===== src/rtl/sp_pool_pkg.sv =====
package sp_pool_pkg;

    ////////////////////////////////////////////////////////////////////////////
    // neuron pool geometry
    ////////////////////////////////////////////////////////////////////////////

    // neurons in the pool, ordered small to big
    localparam int NN       = 8;
    // spike id width, covers 0 .. NN-1
    localparam int ID_W     = 3;
    // unsigned membrane state
    localparam int V_W      = 32;
    // threshold compare width
    // room for threshold plus index times step without overflow
    localparam int THR_EXT_W = V_W + ID_W + 1;

    // waveform playback
    localparam int SAMPLE_W   = 16;
    localparam int WAVE_DEPTH = 256;
    localparam int WAVE_AW    = $clog2(WAVE_DEPTH);

    // spike tally width
    localparam int CNT_W = 32;

    // scheduler phases
    typedef enum logic [0:0] {
        PHASE_WAIT = 1'b0,
        PHASE_STEP = 1'b1
    } sched_phase_e;

endpackage


===== src/rtl/wave_buffer.sv =====
`timescale 1ns/1ps

module wave_buffer (
    input  logic                             i_ep50trig,
    input  logic                             i_reset_global,
    input  logic                             i_reset_sim,
    input  logic                             i_pipe_write,
    input  logic [sp_pool_pkg::SAMPLE_W-1:0] i_pipe_data,
    input  logic                             i_period_end,
    output logic [sp_pool_pkg::SAMPLE_W-1:0] o_sample
);

    // sample store
    logic [sp_pool_pkg::SAMPLE_W-1:0] mem [sp_pool_pkg::WAVE_DEPTH];

    // write pointer carries one extra bit
    // top bit set means the buffer is full
    logic [sp_pool_pkg::WAVE_AW:0]   wr_ptr;
    // highest fill level seen, sets the loop length
    logic [sp_pool_pkg::WAVE_AW:0]   n_samples;
    logic [sp_pool_pkg::WAVE_AW-1:0] rd_ptr;
    logic                            wr_ok;
    logic [sp_pool_pkg::WAVE_AW:0]   wr_ptr_inc;

    // depth is a power of two
    assign wr_ok      = i_pipe_write && !wr_ptr[sp_pool_pkg::WAVE_AW];
    assign wr_ptr_inc = wr_ptr + 1'b1;

    // pipe writes into memory
    always_ff @(posedge i_ep50trig)
    begin
        if (wr_ok)
            mem[wr_ptr[sp_pool_pkg::WAVE_AW-1:0]] <= i_pipe_data;
    end

    ////////////////////////////////////////////////////////////////////////////
    // pointers
    ////////////////////////////////////////////////////////////////////////////

    always_ff @(posedge i_ep50trig)
    begin
        if (i_reset_global)
        begin
            wr_ptr    <= '0;
            rd_ptr    <= '0;
            n_samples <= '0;
        end
        else if (i_reset_sim)
        begin
            // restart playback, loaded samples stay
            wr_ptr <= '0;
            rd_ptr <= '0;
        end
        else
        begin
            if (wr_ok)
            begin
                wr_ptr <= wr_ptr_inc;
                if (wr_ptr_inc > n_samples)
                    n_samples <= wr_ptr_inc;
            end
            // one sample per simulation period, looping
            if (i_period_end)
            begin
                if ({1'b0, rd_ptr} + 1'b1 >= n_samples)
                    rd_ptr <= '0;
                else
                    rd_ptr <= rd_ptr + 1'b1;
            end
        end
    end

    // empty buffer drives zero
    assign o_sample = (n_samples == '0) ? '0 : mem[rd_ptr];

endmodule


===== config.mk =====
export PLATFORM = sky130hd
export DESIGN_NAME = wave_buffer
export DESIGN_NICKNAME = d
export VERILOG_FILES = /design/src/rtl/sp_pool_pkg.sv /design/src/rtl/wave_buffer.sv
export SDC_FILE = /design/constraint.sdc
export NUM_CORES = 2
export LEC_CHECK = 0
export ABC_CLOCK_PERIOD_IN_PS = 3300
export BUFFER_PORTS_ARGS = -buffer_cell sky130_fd_sc_hd__buf_2
export CAP_MARGIN = 15
export CELL_PAD_IN_SITES_DETAIL_PLACEMENT = 1
export CELL_PAD_IN_SITES_GLOBAL_PLACEMENT = 2
export CORE_ASPECT_RATIO = 0.6
export CORE_MARGIN = 3
export CORE_UTILIZATION = 40
export CTS_BUF_LIST = sky130_fd_sc_hd__clkbuf_2 sky130_fd_sc_hd__clkbuf_4 sky130_fd_sc_hd__clkbuf_8
export DETAILED_ROUTE_END_ITERATION = 8
export PLACE_DENSITY = 0.64
export SLEW_MARGIN = 20
export SYNTH_ARGS = -nofsm -noshare
export SYNTH_HDL_FRONTEND = slang
export SYNTH_SLANG_ARGS = --single-unit

===== constraint.sdc =====
create_clock -name i_ep50trig -period 3.3 [get_ports i_ep50trig]
set_clock_uncertainty 0.1 [all_clocks]
set_input_delay 0.33 -clock i_ep50trig [delete_from_list [all_inputs] [get_ports i_ep50trig]]
set_output_delay 0.33 -clock i_ep50trig [all_outputs]
set_load 0.1 [all_outputs]

==> Yosys cells after proc, flatten, opt, wreduce, memory -nomap -nowiden <==
Memory sizes are Yosys's and may differ from the RTL's. A register that Yosys moved wholly into a read port is not among the register bits.
Index checks and enable logic that the tools add are counted.
{ "word_totals": {"reg_bits": 26, "latch_bits": 0, "ramBits": 4096, "rom_bits": 0, "inputBits": 21, "out_inout_bits": 16, "word_cells": 21, "mem_count": 1} }
{ "op_classes": {"n_addsub": 3, "multipliers": 0, "div_mod_pow": 0, "n_lt_le_gt_ge": 2, "n_eq_ne": 0, "shifts": 0, "muxes": 6, "bitwise": 1, "n_reduce_logical": 5} }
{ "memory_table": {"columns": ["name", "words", "word_bits", "read_ports", "rd_clocked_by_memory_dff", "write_ports", "line_no", "text"], "rows": [
  ["mem", 256, 16, 1, 1, 1, "wave_buffer.sv:14", "logic [sp_pool_pkg::SAMPLE_W-1:0] mem [sp_pool_pkg::WAVE_DEPTH];"]
]} }
{ "ops": {"columns": ["op", "n"], "rows": [
  ["two-way mux 8 bit", 3],
  ["two-way mux 16 bit", 1],
  ["adder 8 x 1 -> 9 bit (second input constant)", 1],
  ["adder 9 x 1 -> 9 bit (second input constant)", 1],
  ["greater-or-equal comparator 9 bit", 1],
  ["greater-than comparator 9 bit", 1],
  ["zero test 9 bit", 1],
  ["adder 8 x 1 -> 8 bit (second input constant)", 1],
  ["AND reduction 3 bit", 1],
  ["two-way mux 1 bit", 2],
  ["OR reduction 2 bit", 1],
  ["logical AND 1 bit", 1],
  ["zero test 1 bit", 1],
  ["NOT 1 bit", 1]
]} }

==> Depth between registers and ports, before layout <==
{ "depth": {"depth_word": 5, "mapped_depth": 14, "mapped_depth_nobuf": 11} }

==> Least setup slack after synthesis <==
No wires, ideal clock.
{ "synth_path": {"path_type": "register to output", "startpoint": "register with a tool-made name", "endpoint": "output port o_sample[11] in the netlist's numbering", "arrival_time_ns": 2.941, "t_required_ns": 2.870, "path_slack_ns": -0.071, "stages_incl_launch_ff": 10, "n_path_buf": 4, "path_cell_list": "dfxtp_1 > buf_6 > buf_6 > buf_6 > buf_2 > mux4_2 > a221oi_1 > o21ai_0 > nand3_1 > nand4b_1"} }
{ "synth_rtl": {"columns": ["item", "line_no", "text"], "rows": [
  ["end: declaration", "wave_buffer.sv:10", "output logic [sp_pool_pkg::SAMPLE_W-1:0] o_sample"]
]} }

==> flow_summary.yaml <==
global_routing:
  grt_max_degree: 101
  met1_usage: 0.3753
  antenna_found_initial: 41
  busiest_layer: "met1"
  use_met3: 0.06958
  grt_usage: 0.2356
  grt_pass1_wl_mm: 666.9
  grt_overflow_total: 0
  use_met2: 0.3201
  grt_pass1_vias: 82290
clock_network:
  cts_buffers: 611
  clkSlewWorstSetupHoldPaths_ns: 0.06
  htreeDepth: 6
  cts-root-buf: "clkbuf_8"
  clockBufferDepth: 4
  cts_tree: "yes"
  cts_sinks: 4130
  clock_latency_ns: 1.09
placed_design:
  portBuffers: 36
  placed_cells: 12810
  gp_routability_congestion: 0.8242
  place_area_um2: 172900
  pre_cts_slack_ns: -1.124
  dp_hpwl_mm: 307.6
worst_setup_path:
  endpoint_kind: "output pin"
  r2r_slack_ns: 0.20
  start_kind: "flop"
  r2r-start: "rd_ptr[0]"
  cp.arrival_ns: 4.58
  path_class: "reg2out"
  r2r.worst_path.cells: 12
  cp.required_ns: 2.87
  crit_fanout: 7
run_status:
  outcome: "finished, violations left"
  violations: "setup timing"
final_layout:
  nNetsFinal: 8372
  syn_to_final_growth_pct: 19.03
  stdcell_area_um2: 187000
  fillers: 34950
  final_util: 0.4803
  drive_gt1_frac: 0.3813
  instances_no_fill: 13960
timing:
  relSlewSlack: 0.2980
  hold_violations: 0
  setup_slack_ns: -1.711
  rsz0062_at_grt: "true"
  period_needed_ns: 5.011
  slew_violations: 0
  setup_viol: 16
  fin_crit_sh: 1.518
  max_freq_mhz: 199.6
  worst_slew_pin_slew_ns: 1.053
  whs_ns: 0.1552
floorplan:
  start_util: 0.4035
  die_y_um: 491.5
  rows: 177
  die-area_um2: 400600
  ios: 37
  coreArea_um2: 389300
  die_w_um: 815.1
logic_synthesis:
  synth.top_cell.area_share: 0.7829
  synth_seq_area_share: 0.7872
  ys_seq_elements: 4130
  netlist_area_um2: 157100
  syn_nets: 6974
  avgSynthCellArea_um2: 22.67
  synthDistinctLibCells: 50
  yosysTopAreaCell: "edfxtp_1"
  synth.most_common_cell: "edfxtp_1"
  synth_edf_count: 4096
  synthArstFlopShare: 0
  synthCells: 6930
  yosysWarnings: 0
  yosys-top-cells-count: "edfxtp_1, mux4_2, nor2_1"
  ys.flop_type: "edfxtp_1"
  synth_area_leaders: "edfxtp_1, mux4_2, mux2i_1"
min_path:
  min_path_type: "in2reg"
  holdPathEnd: "mem[21][10]"
  hold-path-cell-count: 2
  holdCritStartpoint: "i_pipe_data[10]"
drt:
  post_drt_via_cell_ratio: 5.871
  num_vias: 81970
  route.detailed.drc: 0
  wl_mm: 480.2
  routedWlPerCell_um: 34.39
  final_antenna_net_count: 0
  firstDrtPassIters: 5
  drtIter0Drc: 11900
flow_run:
  maxCapViolations: 0
pwr:
  power.density_nw_per_um2: 581.7
  leakage_nw: 57.99
  peakVddDrop_mv: 0.4714
[power breakdown]
| group | internal, mW | switching (mW) |
|---|---|---|
| clock network | 20.4 | 19.9 |
| logic | 4.84 | 5.92 |
| registers | 57.7 | 0.0276 |
| total | 82.9 | 25.9 |
[routing by layer]
| metal | routed length [um] | share of wire |
|---|---|---|
| met5 | 27 | 0.000056 |
| met3 | 53990 | 0.11 |
| met1 | 217500 | 0.45 |
| met2 | 199400 | 0.42 |
| met4 | 9227 | 0.019 |
[critical path: stages, from the launching register on]
cell and delay, ns:
dfxtp_4 0.38, buf_6 0.13, buf_12 0.16, buf_8 0.13, buf_8 0.10, mux4_2 0.52
mux4_2 0.54, o211ai_1 0.62, clkbuf_16 0.28, nand4b_1 0.23, buf_4 0.24, buf_12 0.16
[repair_timing]
action                                  in CTS  in global routing
hold endpoints to repair                  3588                  0
gates resized for setup                    291                 43
setup buffers                               54                 19
pin swaps                                   46                 23
hold buffers                                20                  0
endpoints found under the setup margin      25                 25
gates cloned                                 9                  2
[cell type report]
type	instances	area (um2)	share of cell area
sequential	4130	123700	0.6614
multi-input combinational	2383	32840	0.1756
timing repair buffer	1191	12570	0.06722
clock buffer	823	10130	0.05415
tap	5191	6495	0.03473
clock inverter	223	1216	0.006503
inverter	11	41.29	0.0002208
antenna	10	25.02	0.0001338
[per-stage QoR]
stage	setup TNS, ns	power, mW
after floorplan	-0.1078	63.87
after global placement	-13.88	68.43
after detailed placement	-13.29	68.53
after CTS	-26.61	109.7
after global routing	-26.29	112.4
final	-24.52	108.8
[cell usage in the layout, fill, tap and decap left out, types with 12 or more instances in the layout]
cell	n
a22oi_2	19
clkinv_2	46
ha_1	23
dfxtp_1	29
o21ai_0	16
nor3_1	16
a22oi_1	136
mux2i_1	192
nor2_2	99
buf_16	15
mux4_2	992
o22ai_1	189
o22ai_2	15
nand3_2	24
nor2_1	204
nand4_1	23
clkinvlp_4	12
buf_4	846
o221ai_1	29
o211ai_1	20
nand2_1	36
edfxtp_1	4096
clkbuf_8	631
buf_6	53
a21oi_1	35
a211oi_1	47
dlygate4sd3_1	20
clkinv_1	144
buf_12	207
buf_8	35
nand4b_1	13
nand3_1	45
clkbuf_4	192
a211oi_2	16
[worst max-delay path by stage]
| stage | from | slack, ns | cells past startpoint | end |
|---|---|---|---|---|
| after floorplan | flop | -0.009 | 9 | o_sample[1] |
| after global placement | flop | -1.28 | 8 | o_sample[10] |
| after detailed placement | flop | -1.12 | 11 | o_sample[1] |
| after CTS | flop | -1.86 | 11 | o_sample[11] |
| after global routing | flop | -1.77 | 11 | o_sample[11] |
| final | flop | -1.71 | 11 | o_sample[11] |
[flip-flops by register name, summed over array words and instances (netlist names), named ones only]
name	count
rd_ptr	8
n_samples	9
wr_ptr	9
mem	4096
[cells by family after synthesis]
group | after synthesis | synth area share
AO/OA/AOI/OAI | 615 | 0.02726
XOR/XNOR | 16 | 0.0008920
adder cells (fa/ha/maj) | 23 | 0.001832
buffers and inverters | 417 | 0.01246
flip-flops | 4130 | 0.7872
multiplexers | 1186 | 0.1546
AND/OR/NAND/NOR | 543 | 0.01579
(Power assumes the default switching activity.)
