$ cat config.mk
export PLATFORM = sky130hd
export DESIGN_NAME = trig_param_decode_flat
export DESIGN_NICKNAME = d
export VERILOG_FILES = /design/src/rtl/sp_host_pkg.sv /design/src/rtl/sp_param_if.sv /design/src/rtl/trig_param_decode.sv /design/src/flat_wrapper.sv
export SDC_FILE = /design/constraint.sdc
export NUM_CORES = 1
export LEC_CHECK = 0
export CORE_AREA = 2 2 107 109
export CTS_BUF_LIST = sky130_fd_sc_hd__clkbuf_16
export CTS_CLUSTER_DIAMETER = 100
export CTS_CLUSTER_SIZE = 25
export DETAILED_ROUTE_END_ITERATION = 7
export DIE_AREA = 0 0 109 111
export DONT_BUFFER_PORTS = 1
export PLACE_DENSITY = 0.47
export SETUP_SLACK_MARGIN = 0.5
export SYNTH_ARGS = -nofsm -noshare
export SYNTH_HDL_FRONTEND = slang
export SYNTH_SLANG_ARGS = --single-unit
$ cat constraint.sdc
create_clock -name i_ep50trig -period 0.8 [get_ports i_ep50trig]
set_input_delay 0.16 -clock i_ep50trig [delete_from_list [all_inputs] [get_ports i_ep50trig]]
set_output_delay 0.16 -clock i_ep50trig [all_outputs]
set_load 0.02 [all_outputs]
$ cat src/rtl/sp_host_pkg.sv
package sp_host_pkg;

    ////////////////////////////////////////////////////////////////////////////
    // host bus widths
    ////////////////////////////////////////////////////////////////////////////

    // trigger bus, one bit per parameter
    localparam int TRIG_W     = 16;
    // parameter data word from the wire bus
    localparam int WIRE_W     = 32;
    // tick divider compare value
    localparam int HALF_CNT_W = 16;
    // input current gain
    localparam int GAIN_W     = 16;
    // base threshold and per-unit threshold step
    localparam int THR_W      = 32;
    // leak shift amount
    localparam int LEAK_W     = 5;

    // trigger bit positions
    // bits 4 and 5 are unused, kept free for later parameters
    typedef enum logic [3:0] {
        TRIG_HALF_CNT   = 4'd0,
        TRIG_THRESHOLD  = 4'd1,
        TRIG_THR_STEP   = 4'd2,
        TRIG_LEAK_SHIFT = 4'd3,
        TRIG_GAIN       = 4'd6
    } trig_idx_e;

    // parameter values after global reset
    localparam logic [HALF_CNT_W-1:0] DEF_HALF_CNT   = 16'd3;
    localparam logic [GAIN_W-1:0]     DEF_GAIN       = 16'd1;
    localparam logic [THR_W-1:0]      DEF_THRESHOLD  = 32'd1000;
    localparam logic [THR_W-1:0]      DEF_THR_STEP   = 32'd100;
    localparam logic [LEAK_W-1:0]     DEF_LEAK_SHIFT = 5'd4;

endpackage
$ cat src/rtl/sp_param_if.sv
`timescale 1ns/1ps

// live parameter set, decoder to pool
interface sp_param_if;

    // tick divider compare value
    logic [sp_host_pkg::HALF_CNT_W-1:0] half_cnt;
    // sample multiplier
    logic [sp_host_pkg::GAIN_W-1:0]     gain;
    // threshold of neuron 0
    logic [sp_host_pkg::THR_W-1:0]      threshold;
    // added per neuron index
    logic [sp_host_pkg::THR_W-1:0]      thr_step;
    // membrane decay as a right shift
    logic [sp_host_pkg::LEAK_W-1:0]     leak_shift;

    // register side
    modport src (
        output half_cnt,
        output gain,
        output threshold,
        output thr_step,
        output leak_shift
    );

    // consumer side
    modport dst (
        input half_cnt,
        input gain,
        input threshold,
        input thr_step,
        input leak_shift
    );

endinterface

$ cat src/rtl/trig_param_decode.sv
`timescale 1ns/1ps

module trig_param_decode (
    input  logic                           i_ep50trig,
    input  logic                           i_reset_global,
    input  logic [sp_host_pkg::TRIG_W-1:0] i_trig,
    input  logic [sp_host_pkg::WIRE_W-1:0] i_wire_data,
    sp_param_if.src                        param
);

    ////////////////////////////////////////////////////////////////////////////
    // trigger loaded parameter registers
    ////////////////////////////////////////////////////////////////////////////

    // one register per trigger bit
    // a bit high at the edge loads the wire word at that edge
    // several bits at once all take the same word
    always_ff @(posedge i_ep50trig)
    begin
        if (i_reset_global)
        begin
            param.half_cnt   <= sp_host_pkg::DEF_HALF_CNT;
            param.gain       <= sp_host_pkg::DEF_GAIN;
            param.threshold  <= sp_host_pkg::DEF_THRESHOLD;
            param.thr_step   <= sp_host_pkg::DEF_THR_STEP;
            param.leak_shift <= sp_host_pkg::DEF_LEAK_SHIFT;
        end
        else
        begin
            // divider compare, low half of the word
            if (i_trig[sp_host_pkg::TRIG_HALF_CNT])
                param.half_cnt <= i_wire_data[sp_host_pkg::HALF_CNT_W-1:0];
            // full word thresholds
            if (i_trig[sp_host_pkg::TRIG_THRESHOLD])
                param.threshold <= i_wire_data[sp_host_pkg::THR_W-1:0];
            if (i_trig[sp_host_pkg::TRIG_THR_STEP])
                param.thr_step <= i_wire_data[sp_host_pkg::THR_W-1:0];
            // shift amount, low bits only
            if (i_trig[sp_host_pkg::TRIG_LEAK_SHIFT])
                param.leak_shift <= i_wire_data[sp_host_pkg::LEAK_W-1:0];
            // current gain
            if (i_trig[sp_host_pkg::TRIG_GAIN])
                param.gain <= i_wire_data[sp_host_pkg::GAIN_W-1:0];
            // other trigger bits fall through untouched
        end
    end

endmodule

$ cat src/flat_wrapper.sv
// flat-port wrapper written by rule: the top's interface ports become plain ports
module trig_param_decode_flat 
  (i_ep50trig, i_reset_global, i_trig, i_wire_data, param_half_cnt, param_gain, param_threshold, param_thr_step, param_leak_shift);
  sp_param_if param_i ();
  input  logic i_ep50trig;
  input  logic i_reset_global;
  input  logic [sp_host_pkg::TRIG_W-1:0] i_trig;
  input  logic [sp_host_pkg::WIRE_W-1:0] i_wire_data;
  output wire logic [$bits(param_i.half_cnt)-1:0] param_half_cnt;
  output wire logic [$bits(param_i.gain)-1:0] param_gain;
  output wire logic [$bits(param_i.threshold)-1:0] param_threshold;
  output wire logic [$bits(param_i.thr_step)-1:0] param_thr_step;
  output wire logic [$bits(param_i.leak_shift)-1:0] param_leak_shift;
  assign param_half_cnt = param_i.half_cnt;
  assign param_gain = param_i.gain;
  assign param_threshold = param_i.threshold;
  assign param_thr_step = param_i.thr_step;
  assign param_leak_shift = param_i.leak_shift;
  trig_param_decode u_core (.i_ep50trig(i_ep50trig), .i_reset_global(i_reset_global), .i_trig(i_trig), .i_wire_data(i_wire_data), .param(param_i));
endmodule
; Word-level counts from Yosys, hierarchy flattened
; Cells that the tools add are included.
[op_classes]
n_reduce_logical = 0
div = 0
n_shift = 0
bitwise_logic = 0
n_mul = 0
eq_ne = 0
magnitude_cmp = 0
mux = 0
add_sub_neg = 0
[totals]
latchBits = 0
reg_bits = 101
word_cells = 5
n_memories = 0
mem_bits_ro = 0
ramBits = 0
in_bits = 50
out_inout_bits = 101

; Logic depth before layout (Yosys ltp)
[depth]
depth_word = 0
mapped_depth = 4
ltp_nobuf = 2

; Worst setup path after synthesis
; OpenSTA, ideal clock, no wires.
[synth_timing]
kind = register to register
from = register u_core.param.threshold[3] (netlist name)
to = register u_core.param.threshold[3]
arrival_time_ns = 0.725
path_buffers = 0
setup_slack_ns = -0.045
synth_period_minus_slack_ns = 0.845
path_stages_with_launch = 3
t_required_ns = 0.680
setup_ns = 0.120
cell_sequence = dfxtp_1 > and2b_1 > a211o_1
[synth_rtl]
columns = item, line
row1 = "end signal, assigned", trig_param_decode.sv:24  ; param.threshold <= sp_host_pkg::DEF_THRESHOLD;
row2 = "end signal, assigned", trig_param_decode.sv:35  ; param.threshold <= i_wire_data[sp_host_pkg::THR_W-1:0];
row3 = "end, declared", sp_param_if.sv:21  ; output threshold,

; Final worst setup path
[layout_timing]
from = register u_core.param.gain[0]
to = output port param_gain[0]
[layout_rtl]
columns = item, line
row1 = "start, declared", sp_param_if.sv:20  ; output gain,
row2 = "start signal, assigned", trig_param_decode.sv:23  ; param.gain <= sp_host_pkg::DEF_GAIN;
row3 = "start signal, assigned", trig_param_decode.sv:43  ; param.gain <= i_wire_data[sp_host_pkg::GAIN_W-1:0];
row4 = "end, declared", flat_wrapper.sv:10  ; output wire logic [$bits(param_i.gain)-1:0] param_gain;
; No word-level cell between the ends.

==> results.sh <==
export IMPL_fin_ws_ps=-165.5
export IMPL_fin_area_um2=4436
export IMPL_yosys_area_share_simple_pct=11.26
export IMPL_ios=151
export IMPL_relSlewSlack_pct=89.82
export IMPL_routed_wirelength_um=8277
export IMPL_syn_avg_cell_area_um2=11.21
export IMPL_cts_buffers=9
export IMPL_vias_per_cell=4.637
export IMPL_critPathKind="reg -> out"
export IMPL_drt_first_pass_iters=4
export IMPL_synth_warnings=0
export IMPL_synth_fp_nets=377
export IMPL_drv_cap=0
export IMPL_antenna_found_initial=0
export IMPL_overflow=0
export IMPL_power_switching_w=0.002551
export IMPL_r2r_slack_ps=10
export IMPL_setup_viol=101
export IMPL_violations="negative hold slack, negative setup slack"
export IMPL_num_rows=39
export IMPL_die_area_um2=12100
export IMPL_finalHoldViolations=101
export IMPL_powerDensity_nw_per_um2=2385
export IMPL_peakVddDrop_uv=930.7
export IMPL_initialDrtViolationCount=103
export IMPL_grt_max_degree=102
export IMPL_p_seq_share_pct=54.5
export IMPL_cp_cell_sequence="buf_6"
export IMPL_synthMuxAreaShare_pct=24.02
export IMPL_critPathCaptureType="output pin"
export IMPL_drc=0
export IMPL_power_frac_comb_pct=6.0
export IMPL_areaGrowthSynthToFinish_pct=20.95
export IMPL_slew_violations=0
export IMPL_status="finished with violations"
export IMPL_ant_nets=0
export IMPL_cp_start_kind="flop"
export IMPL_cp_slowest_stage_delay_ps=350
export IMPL_synth_top_family_by_area="multiplexers"
export IMPL_num_nets_final=377
export IMPL_arrival_ps=810
export IMPL_syn_instance_count=327
export IMPL_cts_root_buffer="clkbuf_16"
export IMPL_hold_path_class="in -> reg"
export IMPL_placed_area_um2=4083
export IMPL_fmax_mhz=1036
export IMPL_drive_above_1_share_pct=39.58
export IMPL_finalSetupTns_ps=-8829
export IMPL_initial_utilization_pct=33.11
export IMPL_synth_compound_area_share_pct=3.105
export IMPL_timing_final_crit_share_pct=120.7
export IMPL_num_antenna_cells=0
export IMPL_rsz0062_at_grt="true"
export IMPL_post_cts_buffers=0
export IMPL_cp_slowest_cell="dfxtp_4"
export IMPL_avgRoutedWirePerCell_um=17.46
export IMPL_grt_pass1_wl_um=12790
export IMPL_ys_types=12
export IMPL_cp_top_family="flip-flops"
export IMPL_vias=2198
export IMPL_crit_required_ps=640
export IMPL_p_clk_share_pct=39.5
export IMPL_h_tree_depth=3
export IMPL_placed_cells=459
export IMPL_cts_buffer_depth=2
export IMPL_die_w_um=109
export IMPL_synthesis_area_um2=3667
export IMPL_dp_hpwl_um=5183
export IMPL_clkLatencyLatePin_ps=330
export IMPL_cp_num_buf_inv=1
export IMPL_layoutNonFillerInstCount=474
export IMPL_power_leakage_nw=1.892
export IMPL_synthAdderAreaFrac_pct=0
export IMPL_fin_crit_ps=965.5
export IMPL_grt_pass1_vias=2256
export IMPL_fin_worst_hold_slack_ps=-116.8
export IMPL_core_um2=11080
export IMPL_gr_usage_all_layers_pct=13.98
export IMPL_p_int_w=0.008026
export IMPL_seq_area_frac_synth_pct=55.13
export IMPL_finClkSkew_ps=0
export IMPL_clk_pin_slew_ps=60
export IMPL_crit_fanout=2
export IMPL_worst_slew_pin_slew_ps=148.5
export IMPL_swShare_pct=24.12
export IMPL_die_y_um=111
export IMPL_ys_seq_elements=101
export IMPL_routabilityCongestion=0.6801
export IMPL_cts_tree="done"
export IMPL_finalCoreUtilization_pct=40.04
export IMPL_synthXorXnorAreaFrac_pct=0
export IMPL_clkSinkCount=101
export IMPL_io_buffers=0
power groups by stage:
| stage | Sequential (W) | Combinational, W | Clock, W |
|---|---|---|---|
| finish | 0.00577 | 0.000637 | 0.00417 |
| global placement | 0.00588 | 0.000587 | 0 |
| floorplan | 0.00587 | 0.000722 | 0 |
| global route | 0.00580 | 0.000715 | 0.00454 |
| CTS | 0.00578 | 0.000636 | 0.00437 |
| detailed placement | 0.00588 | 0.000611 | 0 |
final cells by class:
cell class	instances	area, um^2
clock buffers	9	225.2
clock inverters	6	56.30
fillers	1063	6641
multi-input cells	202	1430
flip-flops and latches	101	2399
well taps	143	178.9
repair buffers	13	146.4
kinds of logic (layout without fill, tap and decap cells):
kind of cell           count (synthesis)  after routing
multiplexers                          88             88
AO/OA/AOI/OAI                         13             13
AND/OR/NAND/NOR                      101            101
buffers and inverters                 24             28
flip-flops                           101            101
synth_stat cells:
cell type | n | area, um^2
and2b_1 | 1 | 7.510
buf_12 | 2 | 40.04
buf_4 | 1 | 7.510
buf_6 | 6 | 67.56
a211o_1 | 13 | 113.9
clkbuf_1 | 2 | 7.510
nor2b_1 | 12 | 75.07
nor2_1 | 88 | 330.3
buf_2 | 8 | 40.04
buf_8 | 5 | 75.07
mux2i_1 | 88 | 880.8
dfxtp_1 | 101 | 2022
state kept, by name, indices dropped and copies added (netlist names):
register / count
u_core.param.gain: 16
u_core.param.half_cnt: 16
u_core.param.leak_shift: 5
u_core.param.thr_step: 32
u_core.param.threshold: 32
per-stage QoR:
stage                     power [W]  worst slack (ps)  hold slack [ps]
after floorplan            0.006587            -12.16            281.6
after global placement     0.006465             38.40            231.4
after detailed placement   0.006487             22.08            233.3
after CTS                   0.01078            -181.6           -133.2
after global routing        0.01106            -186.2           -137.3
final                       0.01058            -165.5           -116.8
per-layer routing:
layer / vias to the layer above / track usage (%) / share of wire (%)
met1: 1019 / 17.33 / 43
li1: 1086 / - / -
met2: 82 / 21.61 / 46
met5: - / 0 / 0
met3: 11 / 4.644 / 8.4
met4: 0 / 6.667 / 2.2
worst paths after layout:
path,from,cells past startpoint,to
setup / recovery,u_core.param.gain[0],1,param_gain[0]
hold / removal,i_reset_global,1,u_core.param.thr_step[16]
setup reg to reg,u_core.param.threshold[3],2,u_core.param.threshold[3]
hold reg to reg,u_core.param.gain[3],2,u_core.param.gain[3]
what timing repair did:
| item | in CTS | in global routing |
|---|---|---|
| gates resized for setup | 13 | 4 |
| endpoints found under the hold margin | 101 | 101 |
| pin swaps | 0 | 6 |
| endpoints found under the setup margin | 202 | 202 |
cells in the final DEF, fill, tap and decap left out:
master	instances
dfxtp_4	100
mux2i_1	88
nor2_1	88
a211o_1	13
buf_6	13
nor2b_1	9
clkbuf_16	9
nor2b_4	3
clkinv_2	3
and2b_1	1
inv_1	1
clkinvlp_4	1
bufinv_16	1
dfxtp_2	1
Power figures use the tool's default switching activity.
