$ cat src/rtl/sp_pool_pkg.sv
package sp_pool_pkg;

    ////////////////////////////////////////////////////////////////////////////
    // neuron pool geometry
    ////////////////////////////////////////////////////////////////////////////

    // neurons in the pool, ordered small to big
    localparam int NN       = 8;
    // spike id width, covers 0 .. NN-1
    localparam int ID_W     = 3;
    // unsigned membrane state
    localparam int V_W      = 32;
    // threshold compare width
    // room for threshold plus index times step without overflow
    localparam int THR_EXT_W = V_W + ID_W + 1;

    // waveform playback
    localparam int SAMPLE_W   = 16;
    localparam int WAVE_DEPTH = 256;
    localparam int WAVE_AW    = $clog2(WAVE_DEPTH);

    // spike tally width
    localparam int CNT_W = 32;

    // scheduler phases
    typedef enum logic [0:0] {
        PHASE_WAIT = 1'b0,
        PHASE_STEP = 1'b1
    } sched_phase_e;

endpackage

$ cat src/rtl/spike_tally.sv
`timescale 1ns/1ps

module spike_tally (
    input  logic                          i_ep50trig,
    input  logic                          i_reset_global,
    input  logic                          i_reset_sim,
    input  logic                          i_spike,
    input  logic                          i_period_end,
    output logic [sp_pool_pkg::CNT_W-1:0] o_spike_count,
    output logic                          o_count_valid
);

    // running count for the open period
    logic [sp_pool_pkg::CNT_W-1:0] cnt;
    // count including this cycle's spike
    logic [sp_pool_pkg::CNT_W-1:0] cnt_next;

    assign cnt_next = cnt + {{(sp_pool_pkg::CNT_W - 1){1'b0}}, i_spike};

    ////////////////////////////////////////////////////////////////////////////
    // per period spike count
    ////////////////////////////////////////////////////////////////////////////

    always_ff @(posedge i_ep50trig)
    begin
        if (i_reset_global || i_reset_sim)
        begin
            cnt           <= '0;
            o_spike_count <= '0;
            o_count_valid <= 1'b0;
        end
        else if (i_period_end)
        begin
            // spike coinciding with period end belongs to the closing period
            o_spike_count <= cnt_next;
            o_count_valid <= 1'b1;
            cnt           <= '0;
        end
        else
        begin
            cnt           <= cnt_next;
            o_count_valid <= 1'b0;
        end
    end

endmodule

$ cat config.mk
export PLATFORM = sky130hd
export DESIGN_NAME = spike_tally
export DESIGN_NICKNAME = d
export VERILOG_FILES = /design/src/rtl/sp_pool_pkg.sv /design/src/rtl/spike_tally.sv
export SDC_FILE = /design/constraint.sdc
export NUM_CORES = 1
export LEC_CHECK = 0
export ABC_AREA = 1
export BUFFER_PORTS_ARGS = -buffer_cell sky130_fd_sc_hd__buf_2
export CAP_MARGIN = 20
export CORE_ASPECT_RATIO = 1.4
export CORE_UTILIZATION = 50
export DETAILED_ROUTE_END_ITERATION = 7
export GPL_TIMING_DRIVEN = 0
export HOLD_SLACK_MARGIN = 0.08
export PLACE_DENSITY = 0.71
export SYNTH_ARGS = -nofsm -noshare
export SYNTH_HDL_FRONTEND = slang
export SYNTH_SLANG_ARGS = --single-unit
$ cat constraint.sdc
create_clock -name i_ep50trig -period 1.4 [get_ports i_ep50trig]
set_input_delay 0.21 -clock i_ep50trig [delete_from_list [all_inputs] [get_ports i_ep50trig]]
set_output_delay 0.21 -clock i_ep50trig [all_outputs]
set_load 0.05 [all_outputs]
Word level (Yosys, flattened, before mapping)
Index checks and enable logic that the tools add are counted.
{ "classes": {"magnitude_cmp": 0, "n_shift": 0, "mul": 0, "n_div": 0, "n_addsub": 1, "mux": 1, "n_reduce_logical": 2, "n_eq_ne": 0, "bitwise_logic": 0} }
{ "ops": {"columns": ["cell", "count"], "rows": [
  ["$add 32x1->32", 1],
  ["$reduce_or 2->1", 1],
  ["$logic_or 1x1->1", 1],
  ["$mux 1", 1]
]} }
{ "totals": {"mem_count": 0, "ff_bits": 65, "word_cells": 7, "ram_bits": 0, "latch_bits": 0, "mem_bits_ro": 0, "in_bits": 5} }

Logic depth before layout (Yosys ltp)
Gate-level depths: netlist of run 1.
{ "depth": {"depth_word": 2, "depth_mapped": 11, "mapped_depth_nobuf": 11} }

Worst setup path after synthesis of run 1
No wires, ideal clock.
{ "synth_path": {"path_type": "reg2reg", "from": "reg cnt[0] in the netlist's numbering", "to": "reg o_spike_count[20] in the netlist's numbering", "required_ns": 1.287, "stages_incl_launch_ff": 12, "setup_time_ns": 0.113, "synth_period_minus_slack_ns": 1.452, "arrival_time_ns": 1.339, "slack_ns": -0.052, "path_buffers": 0, "cell_sequence": "dfxtp_1 ha_1 ha_1 nand2_1 nor2_2 nand2_2 nor2_4 nand2_1 nand2_1 nand2_1 nand2_1 nand2_1"} }
{ "synth_between": {"elab_chain_cells": 1} }
{ "synth_lines": {"columns": ["element", "line", "source"], "rows": [
  ["start: declaration", "spike_tally.sv:14", "logic [sp_pool_pkg::CNT_W-1:0] cnt;"],
  ["start signal: assignment", "spike_tally.sv:41", "cnt <= cnt_next;"],
  ["$add 32x1->32", "spike_tally.sv:18", "assign cnt_next = cnt + {{(sp_pool_pkg::CNT_W - 1){1'b0}}, i_spike};"],
  ["end signal: assignment", "spike_tally.sv:35", "o_spike_count <= cnt_next;"],
  ["end: declaration", "spike_tally.sv:9", "output logic [sp_pool_pkg::CNT_W-1:0] o_spike_count,"]
]} }
Every way passes these cells.
A chain may end at the register's enable or synchronous reset.

Final worst setup path of run 1
{ "layout_path": {"from": "reg cnt[0] in the netlist's numbering", "to": "reg o_spike_count[22] in the netlist's numbering"} }
Same word-level chain as after synthesis.

==> results.py, run 1 <==
metrics = {
    "clock_network": {
        "cts_tree": "built",
        "cts_max_path_buffers": 2,
        "holdBufCountCts": 0,
        "cts_max_level": 3,
        "cts-root-buf": "clkbuf_8",
        "cts_buffers": 9,
        "clkLatencyLatePin_ns": 0.35,
        "clk_pin_slew_ns": 0.07,
        "clock-sinks": 65,
    },
    "timing": {
        "max_freq_mhz": 649,
        "worst_pin_slew_ns": 0.543,
        "finalHoldViolCount": 0,
        "maxSlewHeadroom_pct": 63.8,
        "period_minus_slack_ns": 1.54,
        "post-route-worst-setup-slack_ns": -0.141,
        "slew_viol_final": 0,
        "rsz0062_at_grt": "true",
        "setup_violations": 20,
        "period_share_pct": 110,
        "fin_skew_ns": 0.00940,
    },
    "finish": {
        "drive_above_1_share_pct": 32.1,
        "area_growth_pct": 28.3,
        "final_core_util_pct": 66.5,
        "antennaDiodeCount": 0,
        "fin_cells": 526,
        "finalNetCount": 461,
    },
    "yosys": {
        "synth_top_area_share_pct": 45.4,
        "syn_avg_cell_area_um2": 7.20,
        "yosysSeqAreaShare_pct": 45.4,
        "async_reset_ff_share_pct": 0,
        "yosysTopAreaCell": "dfxtp_1",
        "yosysUniqueCellTypes": 25,
        "synth_top_flop_cell": "dfxtp_1",
        "synthCells": 398,
        "ys_warn_count": 0,
        "ys_seq_elements": 65,
        "synth_area_leaders": "dfxtp_1, nand2_1, nor2_1, inv_1, nand3_1",
        "synth-edff-count": 0,
        "syn_area_um2": 2870,
        "syn_nets": 406,
    },
    "floorplan": {
        "core_um2": 5530,
        "ios": 38,
        "rows": 32,
        "fp.dieW_um": 66.0,
        "initial_core_util_pct": 51.9,
        "die_h_um": 91.6,
        "die-area_um2": 6040,
    },
    "route": {
        "via_per_inst": 5.01,
        "drtIter0Drc": 138,
        "routed-via-count": 2635,
        "wl_per_cell_um": 13.3,
        "drt-pass1-iter-count": 5,
        "ant_nets": 0,
        "drc": 0,
        "drt_wl_total_mm": 7.02,
    },
    "power_and_ir_drop": {
        "p_sw_mw": 0.794,
        "internal-power_mw": 2.96,
        "peakVddDrop_mv": 1.08,
        "clock_power_share_pct": 48.9,
        "seqPwrFrac_pct": 49.2,
        "p_sw_share_pct": 21.1,
        "p_leak_nw": 1.58,
        "combPwrFrac_pct": 1.9,
        "cellPowerDensity_nw_per_um2": 1020,
    },
    "worst_setup_path": {
        "crit_required_ns": 1.65,
        "cp_data_arrival_time_ns": 1.79,
        "crit_type": "reg -> reg",
        "path_max_fanout": 3,
        "start_kind": "flop",
        "worstSetupEndpointType": "flop",
    },
    "grt": {
        "grt_pass1_vias": 2476,
        "gr-total-overflow": 0,
        "grt_pass1_wl_mm": 11.4,
        "grt_max_degree": 12,
        "grt.total_usage_pct": 25.5,
        "antenna_found_initial": 0,
    },
    "run": {
        "cap_violations": 0,
    },
    "placed_design": {
        "post-place-cells": 503,
        "place_congestion": 0.877,
        "post-dp-hpwl_mm": 4.84,
        "port_buffers": 37,
    },
    "status": {
        "violations": "negative setup slack",
        "outcome": "finished, violations left",
    },
    "hold_path": {
        "hold_class": "in -> reg",
    },
}
-- cell usage after synthesis (all sizes together) (2+ instances only) --
cell type,count
a21oi,9
and2,4
buf,5
clkbuf,2
dfxtp,65
ha,3
inv,28
nand2,166
nand3,19
nand3b,3
nor2,67
o21ai,10
xnor2,4
xor2,11
-- registers in the layout, summed over array words and instances, names as in the netlist --
signal,flops
o_spike_count,32
o_count_valid,1
cnt,32
-- cells in the final DEF (no fill, tap or decap), drive strengths merged, types with 4 or more instances in the layout --
cell type    n
a21oi        9
and2         4
buf         49
clkbuf      14
dfxtp       65
inv         28
nand2      166
nand3       19
nor2        67
o21ai       10
xnor2        4
xor2        11
-- cell type report --
type                       count  area (um2)
clock inverter                 4        75.1
clock buffer                  12         155
sequential                    65        1330
tap                           68        85.1
timing repair buffer          44         241
inverter                      28         105
buffer                         7        30.0
fill                         487        1850
multi-input combinational    298        1650
-- layer usage --
| metal | vias up | global-route usage, % | part of all wire, % |
|---|---|---|---|
| met5 | - | 0 | 0 |
| met2 | 72 | 43.8 | 52 |
| met1 | 1211 | 27.8 | 40 |
| li1 | 1328 | - | - |
| met3 | 24 | 5.40 | 4.0 |
| met4 | 0 | 15.4 | 4.3 |
-- stage by stage --
| stage | total power [mW] | setup TNS (ns) | worst slack (ns) | hold slack, ns | instance area [um2] |
|---|---|---|---|---|---|
| final | 3.75 | -1.44 | -0.141 | 0.214 | 3680 |
| after global routing | 3.86 | -4.60 | -0.273 | 0.244 | 3680 |
| after detailed placement | 1.97 | -3.65 | -0.205 | 0.433 | 3160 |
| after CTS | 3.78 | -1.55 | -0.132 | 0.213 | 3470 |
| after global placement | 1.97 | -2.45 | -0.177 | 0.432 | 3160 |
| after floorplan | 1.94 | 0 | 0.00638 | 0.404 | 2890 |
-- power groups by stage --
stage	combinational, mW	sequential [mW]	clock (mW)
after floorplan	0.0359	1.90	0
after global placement	0.0712	1.90	0
after detailed placement	0.0717	1.90	0
after CTS	0.0718	1.85	1.85
after global routing	0.0800	1.85	1.93
final	0.0711	1.85	1.84
-- worst max-delay path: stages (launching register included) --
cell and delay, ns:
dfxtp_2 0.35, ha_4 0.14, ha_4 0.15, nand3_2 0.15
nor2_4 0.16, nand3_2 0.13, nor2_1 0.12, nand2_1 0.07
nand3_1 0.10, nand2_1 0.06
-- path summary, 6_finish.rpt --
| path | startpoint | slack [ns] | cells past startpoint | endpoint |
|---|---|---|---|---|
| setup / recovery | cnt[0] | -0.14 | 9 | o_spike_count[22] |
| hold / removal | i_period_end | 0.21 | 4 | o_spike_count[0] |
| setup reg to reg | cnt[0] | -0.14 | 9 | o_spike_count[22] |
| hold reg to reg | o_spike_count[21] | 0.45 | 2 | o_spike_count[21] |
-- timing repair --
action / in CTS / in global routing
gates resized for setup: 20 / 51
pin swaps: 13 / 24
buffers inserted: 2 / 5
endpoints found under the setup margin: 37 / 49
-- cell families (layout without fill, tap and decap cells) --
| logic type | Yosys count | after routing | share of synthesized area (%) |
|---|---|---|---|
| xor+xnor | 15 | 15 | 5.11 |
| flops | 65 | 65 | 45.4 |
| simple gates | 260 | 260 | 39.9 |
| fa+ha+maj | 3 | 3 | 1.31 |
| compound gates | 20 | 20 | 3.58 |
| buf+inv | 35 | 95 | 4.72 |
No activity file was read; power rests on OpenSTA's default activity.
==> run 2: changes to the inputs <==
--- a/config.mk
+++ b/config.mk
@@ -17,3 +17,4 @@
 export SYNTH_ARGS = -nofsm -noshare
 export SYNTH_HDL_FRONTEND = slang
 export SYNTH_SLANG_ARGS = --single-unit
+export TNS_END_PERCENT = 50
==> run 2 against run 1 <==
Effect of this change:
- the run still ends with negative setup slack left
- critical path depth stayed put
- via count is 1.1% lower
- wire length is 2.6% lower
- sequential power hardly changed
- register-to-register slack worse by 0.03 ns
- highest routed layer unchanged
==> results.py, run 2 (same netlist as run 1, synthesis figures left out) <==
metrics = {
    "route": {
        "drc": 0,
        "drt_wl_total_mm": 6.83,
        "wl_per_cell_um": 13.0,
        "via_per_inst": 4.97,
        "routed-via-count": 2605,
        "ant_nets": 0,
        "drt-pass1-iter-count": 4,
        "drtIter0Drc": 168,
    },
    "grt": {
        "antenna_found_initial": 0,
        "gr-total-overflow": 0,
        "grt_max_degree": 12,
        "grt.total_usage_pct": 25.5,
        "grt_pass1_vias": 2473,
        "grt_pass1_wl_mm": 11.4,
    },
    "worst_setup_path": {
        "cp_data_arrival_time_ns": 1.83,
        "start_kind": "flop",
        "cp_cell_sequence": "ha_4 -> ha_4 -> nand2_4 -> nor2_4 -> nand3b_1 -> o21ai_1 -> nand2_1 -> nand2_1 -> nand2_1",
        "crit_required_ns": 1.65,
        "crit_type": "reg -> reg",
        "path_max_fanout": 3,
        "worstSetupEndpointType": "flop",
        "r2r_slack_ns": -0.17,
        "cpPeakStageDelay_ns": 0.35,
        "crit_path_top_delay_cell": "dfxtp_2",
        "crit_top_cell": "nand2_1",
    },
    "finish": {
        "final_common_cell": "nand2_1",
        "antennaDiodeCount": 0,
        "drive_above_1_share_pct": 28.3,
        "layout_common_cells": "nand2_1, dfxtp_1, nor2_1",
        "area_growth_pct": 25.6,
        "fin_cells": 524,
        "reg.largest.list": "cnt: 32 flops, o_spike_count: 32 flops, o_count_valid: 1 flops",
        "finalNetCount": 459,
    },
    "timing": {
        "post-route-worst-setup-slack_ns": -0.173,
        "rsz0062_at_grt": "true",
        "period_share_pct": 112,
        "slew_viol_final": 0,
        "worst_pin_slew_ns": 0.559,
        "finalHoldViolCount": 0,
        "period_minus_slack_ns": 1.57,
        "max_freq_mhz": 636,
        "maxSlewHeadroom_pct": 62.7,
        "setup_violations": 19,
        "fin_skew_ns": 0.0116,
    },
    "status": {
        "outcome": "finished, violations left",
        "violations": "negative setup slack",
    },
    "hold_path": {
        "hold_class": "in -> reg",
    },
    "clock_network": {
        "holdBufCountCts": 0,
        "clk_pin_slew_ns": 0.07,
        "cts_buffers": 9,
        "cts_max_path_buffers": 2,
        "cts_tree": "built",
        "cts-root-buf": "clkbuf_8",
        "clkLatencyLatePin_ns": 0.36,
        "cts_max_level": 3,
        "clock-sinks": 65,
    },
    "power_and_ir_drop": {
        "p_sw_mw": 0.794,
        "clock_power_share_pct": 48.9,
        "p_leak_nw": 1.55,
        "combPwrFrac_pct": 1.9,
        "total_power_mw": 3.76,
        "internal-power_mw": 2.96,
        "seqPwrFrac_pct": 49.2,
        "peakVddDrop_mv": 1.03,
        "p_sw_share_pct": 21.1,
        "cellPowerDensity_nw_per_um2": 1040,
    },
    "placed_design": {
        "post-place-cells": 503,
        "port_buffers": 37,
        "place_congestion": 0.877,
        "post-dp-hpwl_mm": 4.84,
    },
    "floorplan": {
        "rows": 32,
        "die_h_um": 91.6,
        "ios": 38,
        "core_um2": 5530,
        "initial_core_util_pct": 51.9,
        "fp.dieW_um": 66.0,
        "die-area_um2": 6040,
    },
    "run": {
        "cap_violations": 0,
    },
}
run 2: power groups by stage:
stage / combinational, mW / sequential [mW] / clock (mW)
finish: 0.0714 / 1.85 / 1.84
detailed placement: 0.0717 / 1.90 / 0
floorplan: 0.0359 / 1.90 / 0
global placement: 0.0712 / 1.90 / 0
global route: 0.0803 / 1.85 / 1.93
CTS: 0.0718 / 1.85 / 1.85
run 2: repair_timing:
item / CTS / global route
pin swaps: 8 / 17
gates resized for setup: 21 / 32
setup endpoints to repair: 37 / 50
buffers inserted: 2 / 3
cloned: 0 / 0
run 2: path summary, 6_finish.rpt:
check | depth (start not counted) | startpoint | end
worst min register to register | 2 | o_spike_count[21] | o_spike_count[21]
worst max register to register | 9 | cnt[0] | o_spike_count[18]
worst max-delay path | 9 | cnt[0] | o_spike_count[18]
worst min-delay path | 4 | i_period_end | o_spike_count[0]
run 2: per-stage QoR:
stage                     worst slack, ns  setup TNS [ns]  hold WS (ns)  utilization [%]  area, um2
after global routing               -0.267           -4.53         0.240             65.1       3600
after CTS                          -0.132           -1.54         0.213             62.9       3470
after global placement             -0.177           -2.45         0.432             57.2       3160
after detailed placement           -0.205           -3.65         0.433             57.2       3160
after floorplan                   0.00638               0         0.404                -       2890
final                              -0.173           -1.53         0.207             65.1       3600
run 2: critical path, delay by kind of cell, from the launching register on:
family | cells | cell delay, ns
AND/OR/NAND/NOR | 6 | 0.58
flip-flops | 1 | 0.35
AO/OA/AOI/OAI | 1 | 0.25
adder cells (fa/ha/maj) | 2 | 0.29
run 2: routing by layer:
metal	GRT usage [%]	part of all wire (%)	up-vias
met5	0	0	-
met1	27.7	40	1187
met3	5.40	4.2	23
met4	15.4	3.4	0
met2	43.7	52	69
li1	-	-	1326
run 2: cell type report:
type / count / area, um2
Sequential cell: 65 / 1330
Clock buffer: 12 / 155
Multi-Input combinational cell: 298 / 1600
Clock inverter: 4 / 75.1
Buffer: 7 / 30.0
Fill cell: 491 / 1930
Inverter: 28 / 105
Timing Repair Buffer: 42 / 226
Tap cell: 68 / 85.1
