**config.mk**
```make
export PLATFORM = sky130hd
export DESIGN_NAME = neuron_pool_exec_flat
export DESIGN_NICKNAME = d
export VERILOG_FILES = /design/src/rtl/sp_pool_pkg.sv /design/src/rtl/sp_host_pkg.sv /design/src/rtl/sp_param_if.sv /design/src/rtl/neuron_pool_exec.sv /design/src/flat_wrapper.sv
export SDC_FILE = /design/constraint.sdc
export NUM_CORES = 2
export LEC_CHECK = 0
export BUFFER_PORTS_ARGS = -buffer_cell sky130_fd_sc_hd__buf_4
export CORE_AREA = 2 2 323 245
export DETAILED_ROUTE_END_ITERATION = 10
export DIE_AREA = 0 0 325 247
export SETUP_SLACK_MARGIN = 0.4
export SLEW_MARGIN = 20
export SYNTH_ARGS = -nofsm -noshare
export SYNTH_HDL_FRONTEND = slang
export SYNTH_SLANG_ARGS = --single-unit
export TNS_END_PERCENT = 20
```
**constraint.sdc**
```tcl
create_clock -name i_ep50trig -period 33.8 [get_ports i_ep50trig]
set_input_delay 1.69 -clock i_ep50trig [delete_from_list [all_inputs] [get_ports i_ep50trig]]
set_output_delay 1.69 -clock i_ep50trig [all_outputs]
set_load 0.005 [all_outputs]
```
**src/rtl/sp_pool_pkg.sv**
```systemverilog
package sp_pool_pkg;

    ////////////////////////////////////////////////////////////////////////////
    // neuron pool geometry
    ////////////////////////////////////////////////////////////////////////////

    // neurons in the pool, ordered small to big
    localparam int NN       = 8;
    // spike id width, covers 0 .. NN-1
    localparam int ID_W     = 3;
    // unsigned membrane state
    localparam int V_W      = 32;
    // threshold compare width
    // room for threshold plus index times step without overflow
    localparam int THR_EXT_W = V_W + ID_W + 1;

    // waveform playback
    localparam int SAMPLE_W   = 16;
    localparam int WAVE_DEPTH = 256;
    localparam int WAVE_AW    = $clog2(WAVE_DEPTH);

    // spike tally width
    localparam int CNT_W = 32;

    // scheduler phases
    typedef enum logic [0:0] {
        PHASE_WAIT = 1'b0,
        PHASE_STEP = 1'b1
    } sched_phase_e;

endpackage

```
**src/rtl/sp_host_pkg.sv**
```systemverilog
package sp_host_pkg;

    ////////////////////////////////////////////////////////////////////////////
    // host bus widths
    ////////////////////////////////////////////////////////////////////////////

    // trigger bus, one bit per parameter
    localparam int TRIG_W     = 16;
    // parameter data word from the wire bus
    localparam int WIRE_W     = 32;
    // tick divider compare value
    localparam int HALF_CNT_W = 16;
    // input current gain
    localparam int GAIN_W     = 16;
    // base threshold and per-unit threshold step
    localparam int THR_W      = 32;
    // leak shift amount
    localparam int LEAK_W     = 5;

    // trigger bit positions
    // bits 4 and 5 are unused, kept free for later parameters
    typedef enum logic [3:0] {
        TRIG_HALF_CNT   = 4'd0,
        TRIG_THRESHOLD  = 4'd1,
        TRIG_THR_STEP   = 4'd2,
        TRIG_LEAK_SHIFT = 4'd3,
        TRIG_GAIN       = 4'd6
    } trig_idx_e;

    // parameter values after global reset
    localparam logic [HALF_CNT_W-1:0] DEF_HALF_CNT   = 16'd3;
    localparam logic [GAIN_W-1:0]     DEF_GAIN       = 16'd1;
    localparam logic [THR_W-1:0]      DEF_THRESHOLD  = 32'd1000;
    localparam logic [THR_W-1:0]      DEF_THR_STEP   = 32'd100;
    localparam logic [LEAK_W-1:0]     DEF_LEAK_SHIFT = 5'd4;

endpackage
```
**src/rtl/sp_param_if.sv**
```systemverilog
`timescale 1ns/1ps

// live parameter set, decoder to pool
interface sp_param_if;

    // tick divider compare value
    logic [sp_host_pkg::HALF_CNT_W-1:0] half_cnt;
    // sample multiplier
    logic [sp_host_pkg::GAIN_W-1:0]     gain;
    // threshold of neuron 0
    logic [sp_host_pkg::THR_W-1:0]      threshold;
    // added per neuron index
    logic [sp_host_pkg::THR_W-1:0]      thr_step;
    // membrane decay as a right shift
    logic [sp_host_pkg::LEAK_W-1:0]     leak_shift;

    // register side
    modport src (
        output half_cnt,
        output gain,
        output threshold,
        output thr_step,
        output leak_shift
    );

    // consumer side
    modport dst (
        input half_cnt,
        input gain,
        input threshold,
        input thr_step,
        input leak_shift
    );

endinterface

```
**src/rtl/neuron_pool_exec.sv**
```systemverilog
`timescale 1ns/1ps

module neuron_pool_exec (
    input  logic                             i_ep50trig,
    input  logic                             i_reset_global,
    input  logic                             i_reset_sim,
    sp_param_if.dst                          param,
    input  logic [sp_pool_pkg::SAMPLE_W-1:0] i_sample,
    output logic                             o_spike,
    output logic [sp_pool_pkg::ID_W-1:0]     o_spike_id,
    output logic                             o_period_end
);

    // scheduler state
    sp_pool_pkg::sched_phase_e              phase;
    logic [sp_host_pkg::HALF_CNT_W-1:0]     div_cnt;
    logic                                   div_wrap;
    logic [sp_pool_pkg::ID_W-1:0]           idx;
    logic                                   idx_last;

    // membranes, one per neuron
    logic [sp_pool_pkg::V_W-1:0]            v_mem [sp_pool_pkg::NN];

    // step datapath
    logic [sp_pool_pkg::V_W-1:0]            v_cur;
    logic [sp_pool_pkg::V_W-1:0]            v_leak;
    logic [sp_pool_pkg::V_W-1:0]            drive;
    logic [sp_pool_pkg::V_W:0]              v_sum;
    logic [sp_pool_pkg::V_W-1:0]            v_int;
    logic [sp_pool_pkg::THR_EXT_W-1:0]      thr_ext;
    logic                                   fire;

    ////////////////////////////////////////////////////////////////////////////
    // tick divider
    ////////////////////////////////////////////////////////////////////////////

    // greater-or-equal so a smaller half_cnt mid-run still wraps
    assign div_wrap = (div_cnt >= param.half_cnt);
    assign idx_last = (idx == sp_pool_pkg::ID_W'(sp_pool_pkg::NN - 1));

    ////////////////////////////////////////////////////////////////////////////
    // leaky integrate and fire for the current index
    ////////////////////////////////////////////////////////////////////////////

    assign v_cur  = v_mem[idx];
    // leak first
    assign v_leak = v_cur - (v_cur >> param.leak_shift);
    // 16 by 16 product fits the membrane width
    assign drive  = {{(sp_pool_pkg::V_W - sp_pool_pkg::SAMPLE_W){1'b0}}, i_sample}
                  * {{(sp_pool_pkg::V_W - sp_host_pkg::GAIN_W){1'b0}}, param.gain};
    assign v_sum  = {1'b0, v_leak} + {1'b0, drive};
    // clamp on carry out
    assign v_int  = v_sum[sp_pool_pkg::V_W] ? '1 : v_sum[sp_pool_pkg::V_W-1:0];

    // threshold grows with index, size principle
    assign thr_ext =
        {{(sp_pool_pkg::THR_EXT_W - sp_host_pkg::THR_W){1'b0}}, param.threshold}
        + {{(sp_pool_pkg::THR_EXT_W - sp_pool_pkg::ID_W){1'b0}}, idx}
        * {{(sp_pool_pkg::THR_EXT_W - sp_host_pkg::THR_W){1'b0}}, param.thr_step};

    assign fire = ({{(sp_pool_pkg::THR_EXT_W - sp_pool_pkg::V_W){1'b0}}, v_int} >= thr_ext);

    ////////////////////////////////////////////////////////////////////////////
    // phase machine and state update
    ////////////////////////////////////////////////////////////////////////////

    always_ff @(posedge i_ep50trig)
    begin
        if (i_reset_global || i_reset_sim)
        begin
            phase        <= sp_pool_pkg::PHASE_WAIT;
            div_cnt      <= '0;
            idx          <= '0;
            o_spike      <= 1'b0;
            o_spike_id   <= '0;
            o_period_end <= 1'b0;
            for (int n = 0; n < sp_pool_pkg::NN; n++)
                v_mem[n] <= '0;
        end
        else
        begin
            // divider free runs, wrap schedules the next step
            div_cnt <= div_wrap ? '0 : div_cnt + 1'b1;
            phase   <= div_wrap ? sp_pool_pkg::PHASE_STEP : sp_pool_pkg::PHASE_WAIT;

            // pulses default low
            o_spike      <= 1'b0;
            o_period_end <= 1'b0;

            if (phase == sp_pool_pkg::PHASE_STEP)
            begin
                // fired neuron restarts from rest
                v_mem[idx]   <= fire ? '0 : v_int;
                o_spike      <= fire;
                o_spike_id   <= idx;
                // last neuron closes the period
                o_period_end <= idx_last;
                idx          <= idx_last ? '0 : idx + 1'b1;
            end
        end
    end

endmodule

```
**src/flat_wrapper.sv**
```systemverilog
// flat-port wrapper written by rule: the top's interface ports become plain ports
module neuron_pool_exec_flat 
  (i_ep50trig, i_reset_global, i_reset_sim, i_sample, o_spike, o_spike_id, o_period_end, param_half_cnt, param_gain, param_threshold, param_thr_step, param_leak_shift);
  sp_param_if param_i ();
  input  logic i_ep50trig;
  input  logic i_reset_global;
  input  logic i_reset_sim;
  input  logic [sp_pool_pkg::SAMPLE_W-1:0] i_sample;
  output logic o_spike;
  output logic [sp_pool_pkg::ID_W-1:0] o_spike_id;
  output logic o_period_end;
  input wire logic [$bits(param_i.half_cnt)-1:0] param_half_cnt;
  input wire logic [$bits(param_i.gain)-1:0] param_gain;
  input wire logic [$bits(param_i.threshold)-1:0] param_threshold;
  input wire logic [$bits(param_i.thr_step)-1:0] param_thr_step;
  input wire logic [$bits(param_i.leak_shift)-1:0] param_leak_shift;
  assign param_i.half_cnt = param_half_cnt;
  assign param_i.gain = param_gain;
  assign param_i.threshold = param_threshold;
  assign param_i.thr_step = param_thr_step;
  assign param_i.leak_shift = param_leak_shift;
  neuron_pool_exec u_core (.i_ep50trig(i_ep50trig), .i_reset_global(i_reset_global), .i_reset_sim(i_reset_sim), .param(param_i), .i_sample(i_sample), .o_spike(o_spike), .o_spike_id(o_spike_id), .o_period_end(o_period_end));
endmodule
```
### After elaboration in Yosys (flattened, before gate mapping)

Memory sizes are Yosys's and may differ from the RTL's. A register that Yosys moved wholly into a read port is not among the register bits.
Cells that the tools add are included.
W data, S select, Z words.

* output and inout bits: 5
* memories: 1
* input port bits: 120
* bits in writable memories: 256
* flip-flop bits (word level): 25
* word-level logic and storage cells: 37

Memory list
* u_core.v_mem: depth 8, width 32, rd ports 1, clocked after Yosys merged registers in 1, write ports 8, RTL line neuron_pool_exec.sv:22 `logic [sp_pool_pkg::V_W-1:0] v_mem [sp_pool_pkg::NN];`

* order comparisons: 2
* bitwise logic cells: 1
* multipliers: 2
* shift operators: 1
* reduce and logical (&&, ||, !) cells: 4
* eq/ne operators: 1
* add/subtract/negate cells: 5
* multiplexer cells: 14

Operator list (number)
* $mux W32: 3
* $add A32 B35 Y36: 1
* $ge A32 B36 Y1: 1
* $mul A3 B32 Y35: 1
* $add A32 B32 Y33: 1
* $mul A16 B16 Y32: 1
* $reduce_or A32 Y1: 1
* $shr A32 B5 Y32: 1
* $sub A32 B32 Y32: 1
* $add A16 B1 Y16 const B: 1
* $ge A16 B16 Y1: 1
* $mux W3: 4
* $mux W1: 7
* $reduce_or A2 Y1: 2
* $add A3 B1 Y3 const B: 1
* $eq A3 B3 Y1 const B: 1
* $logic_or A1 B1 Y1: 1
* $not A1 Y1: 1

### Longest topological paths before layout

* word-level depth: 7
* depth in mapped cells: 52

### Worst setup path after synthesis

Ideal clock, no wire load.

* path kind: input to register
* start point: input port param_leak_shift[0]
* end point: memory u_core.v_mem[3][22] (netlist name) (data pin)
* setup time: 0.279 ns
* path slack: 21.870 ns
* stages: 47
* arrival time: 11.651 ns
* data required time: 33.521 ns
* buffers on the path: 5
* path through: inv_1 buf_1 clkbuf_1 o21ai_0 mux4_2 nor2_1 nor3_1 a21oi_1 ha_1 inv_1 fa_1 a211oi_1 o21a_1 o21ai_0 a21oi_1 o21bai_1 a2111oi_0 o21ai_0 [11 not listed] a21oi_1 o211ai_1 or4_4 o211ai_4 nor2_2 a211oi_4 inv_2 ha_1 nand4_1 or2_2 nor2_1 nand2_1 o21ai_0 nand4_1 o311ai_4 buf_8 buf_8 nor3_2

RTL lines
* from (decl): RTL line flat_wrapper.sv:16 `input wire logic [$bits(param_i.leak_shift)-1:0] param_leak_shift;`
* to (decl): RTL line neuron_pool_exec.sv:22

==> results.py <==
metrics = {
    "run_status": {
        "status": "finished, final reports clean",
    },
    "logic_synthesis": {
        "synthSimpleGateAreaFrac": 0.177,
        "synth_compound_area_frac": 0.0819,
        "synth_edf_count": 256,
        "syn_nets": 3621,
        "synthAdderAreaFrac": 0.281,
        "synth.distinct_cells": 91,
        "synthCells": 2988,
        "ys_ff_latch": 284,
        "synthArstFlopShare": 0,
        "avgSynthCellArea_um2": 10.2,
        "synthFlopType": "edfxtp_1",
        "synth_top_family_by_area": "adder cells",
        "yosysWarnings": 0,
        "synthMuxAreaShare": 0.0850,
        "netlist_area_um2": 30600,
        "synth-seq-area-share": 0.270,
        "synth_xor_area_frac": 0.0273,
    },
    "timing": {
        "fmax_mhz": 67.2,
        "maxSlewHeadroom": 0.308,
        "fin_crit_sh": 0.440,
        "fin_tns_setup_ns": 0,
        "setup_viol": 0,
        "finalMaxSlewViolations": 0,
        "hold_violations": 0,
        "fin_crit_ns": 14.87,
        "worst_pin_slew_ns": 1.04,
        "finClkSkew_ns": 0.0229,
        "rsz0062_at_grt": "no",
    },
    "setup_path": {
        "path_common_cell": "o21ai_0",
        "cp-start-kind": "register",
        "worstSetupEndpointType": "register",
        "critPathKind": "register to register",
        "path_delay_family": "compound AO/OA/AOI/OAI gates",
        "critPathArrivalTime_ns": 15.13,
        "cpMaxStageDelayCell": "buf_4",
        "critPathMaxFanout": 67,
        "required_ns": 34.06,
        "max_stage_delay_ns": 0.89,
        "crit_buf_inv": 7,
    },
    "clock_network": {
        "clock_path_buffers": 3,
        "cts_root_buffer": "clkbuf_16",
        "cts_sinks": 284,
        "clkLatencyLatePin_ns": 0.56,
        "cts_htree_levels": 1,
        "cts_setup_buffers": 0,
        "clk_pin_slew_ns": 0.07,
        "cts.repair.resized": 0,
        "cts_tree": "done",
        "postCtsHoldBufs": 0,
        "cts_buffers": 27,
    },
    "grt": {
        "antenna_found_initial": 0,
        "grt_max_degree": 73,
        "gr-usage-met2": 0.302,
        "grt.overflow.total": 0,
        "grtUsageMet1": 0.284,
        "met3_usage": 0.0197,
        "grt_pass1_wl_mm": 122,
        "grt.busiest_layer": "met2",
        "grtUsageTotal": 0.189,
        "grt_pass1_vias": 21747,
    },
    "placement": {
        "io_buffers": 124,
        "post-place-cells": 4030,
        "gp_congestion": 0.898,
        "dp_hpwl_mm": 54.9,
    },
    "routing": {
        "vias_per_cell": 5.32,
        "drc": 0,
        "detail-route-antenna-nets": 0,
        "wl_per_cell_um": 18.3,
        "dr.pass1.iters": 5,
        "drt-initial-drc-count": 1629,
        "wl_mm": 74.7,
        "vias": 21684,
    },
    "floorplanning": {
        "die_area_um2": 80300,
        "die-width_um": 325,
        "io_pins": 125,
        "core_area_um2": 77600,
        "row_count": 89,
        "dieHeight_um": 247,
        "start_util": 0.394,
    },
    "layout": {
        "fillers": 7444,
        "drive_gt1_frac": 0.173,
        "diodes": 0,
        "fin_nets": 3646,
        "synthToLayoutAreaGrowth_pct": 8.33,
        "fin_cells": 4078,
    },
    "worst_hold_path": {
        "hold_path_class": "register to register",
    },
    "flow_run": {
        "cap_violations": 0,
    },
}
## worst paths after layout
check	from	to	slack, ns	cells after the start
worst max-delay path	register	u_core.v_mem[2][28]	18.93	45
worst min-delay path	u_core.div_cnt[0]	u_core.div_cnt[0]	0.49	1
worst min register to register	u_core.div_cnt[0]	u_core.div_cnt[0]	0.49	1
worst max register to register	register	u_core.v_mem[2][28]	18.93	45
## flip-flops by register name, summed over array words and instances, names as in the netlist, named ones only
register and count:
u_core.o_spike 1, u_core.idx 3, u_core.v_mem 256, u_core.div_cnt 16
u_core.phase 1, u_core.o_spike_id 3, u_core.o_period_end 1
## cells by family (layout without fill, tap and decap cells)
logic type | after synthesis | in the layout
buf+inv | 552 | 596
mux | 169 | 169
flops | 284 | 284
xor+xnor | 93 | 93
fa+ha+maj | 513 | 513
simple gates | 1006 | 1006
compound gates | 371 | 371
## cells in the mapped netlist, types with 4 or more instances
cell,number,area [um2]
or2_2,7,43.8
nor2_1,128,480
nor2b_1,8,50.1
dfxtp_1,28,561
nand3_1,31,155
nor2_2,25,156
o21a_1,17,128
o211ai_1,7,52.6
mux2i_1,57,571
nand2_1,368,1380
nor3_2,140,1400
fa_1,288,5770
nand2b_1,19,119
a21o_1,54,405
buf_1,5,18.8
ha_1,225,2820
buf_2,5,25.0
buf_6,24,270
o21ai_0,93,465
xnor2_1,51,447
o31ai_1,6,45.0
inv_1,392,1470
or3_1,5,31.3
xor2_1,41,359
a211oi_1,13,97.6
buf_4,7,52.6
a31oi_1,7,43.8
mux2_2,44,495
o21bai_1,12,90.1
mux4_2,68,1530
and2_1,97,607
nand4_1,13,81.3
nor3_1,130,651
edfxtp_1,256,7690
clkbuf_1,108,405
a21oi_2,4,35.0
a21oi_1,105,526
buf_8,7,105
and3_1,18,113
## cell type report
cell class | count | area, um2 | share of cell area
inverters | 395 | 1480 | 0.0448
multi-input cells | 2152 | 20000 | 0.605
clock inverters | 12 | 140 | 0.00423
flip-flops and latches | 284 | 8260 | 0.249
clock buffers | 36 | 729 | 0.0220
well taps | 1046 | 1310 | 0.0395
repair buffers | 153 | 1150 | 0.0347
## placed cells by master, fill, tap and decap left out, types with 6 or more instances in the layout
cell         n
a211oi_1    13
a21o_1      54
a21oi_1    105
a31oi_1      7
and2_1      97
and3_1      18
buf_4      153
clkbuf_1     7
clkbuf_16   27
dfxtp_1     24
edfxtp_1   256
fa_1       288
ha_1       225
inv_1      392
mux2_2      44
mux2i_1     57
mux4_2      68
nand2_1    368
nand2b_1    19
nand3_1     30
nand4_1     13
nor2_1     127
nor2_2      26
nor2b_1      8
nor3_1     130
nor3_2     140
o211ai_1     7
o21a_1      17
o21ai_0     85
o21ai_4      8
o21bai_1    12
o31ai_1      6
or2_2        7
xnor2_1     51
xor2_1      41
## through the flow
step	worst slack, ns	hold WS (ns)	utilization	cell area, um2
floorplan	21.87	0.442	-	30600
global placement	19.13	0.474	0.415	32200
detailed placement	18.95	0.478	0.415	32200
CTS	19.03	0.492	0.427	33100
global route	17.94	0.516	0.427	33100
finish	18.93	0.493	0.427	33100
## routing by layer
layer	share of wire	vias up	wire length, um
li1	-	10177	-
met1	0.48	10902	35700
met2	0.46	547	34100
met3	0.054	58	4050
met4	0.012	0	862
met5	0	-	0
Power is left out: the tool's default activity adds up to more than one toggle a clock period on the data nets, which glitch-free logic cannot reach.
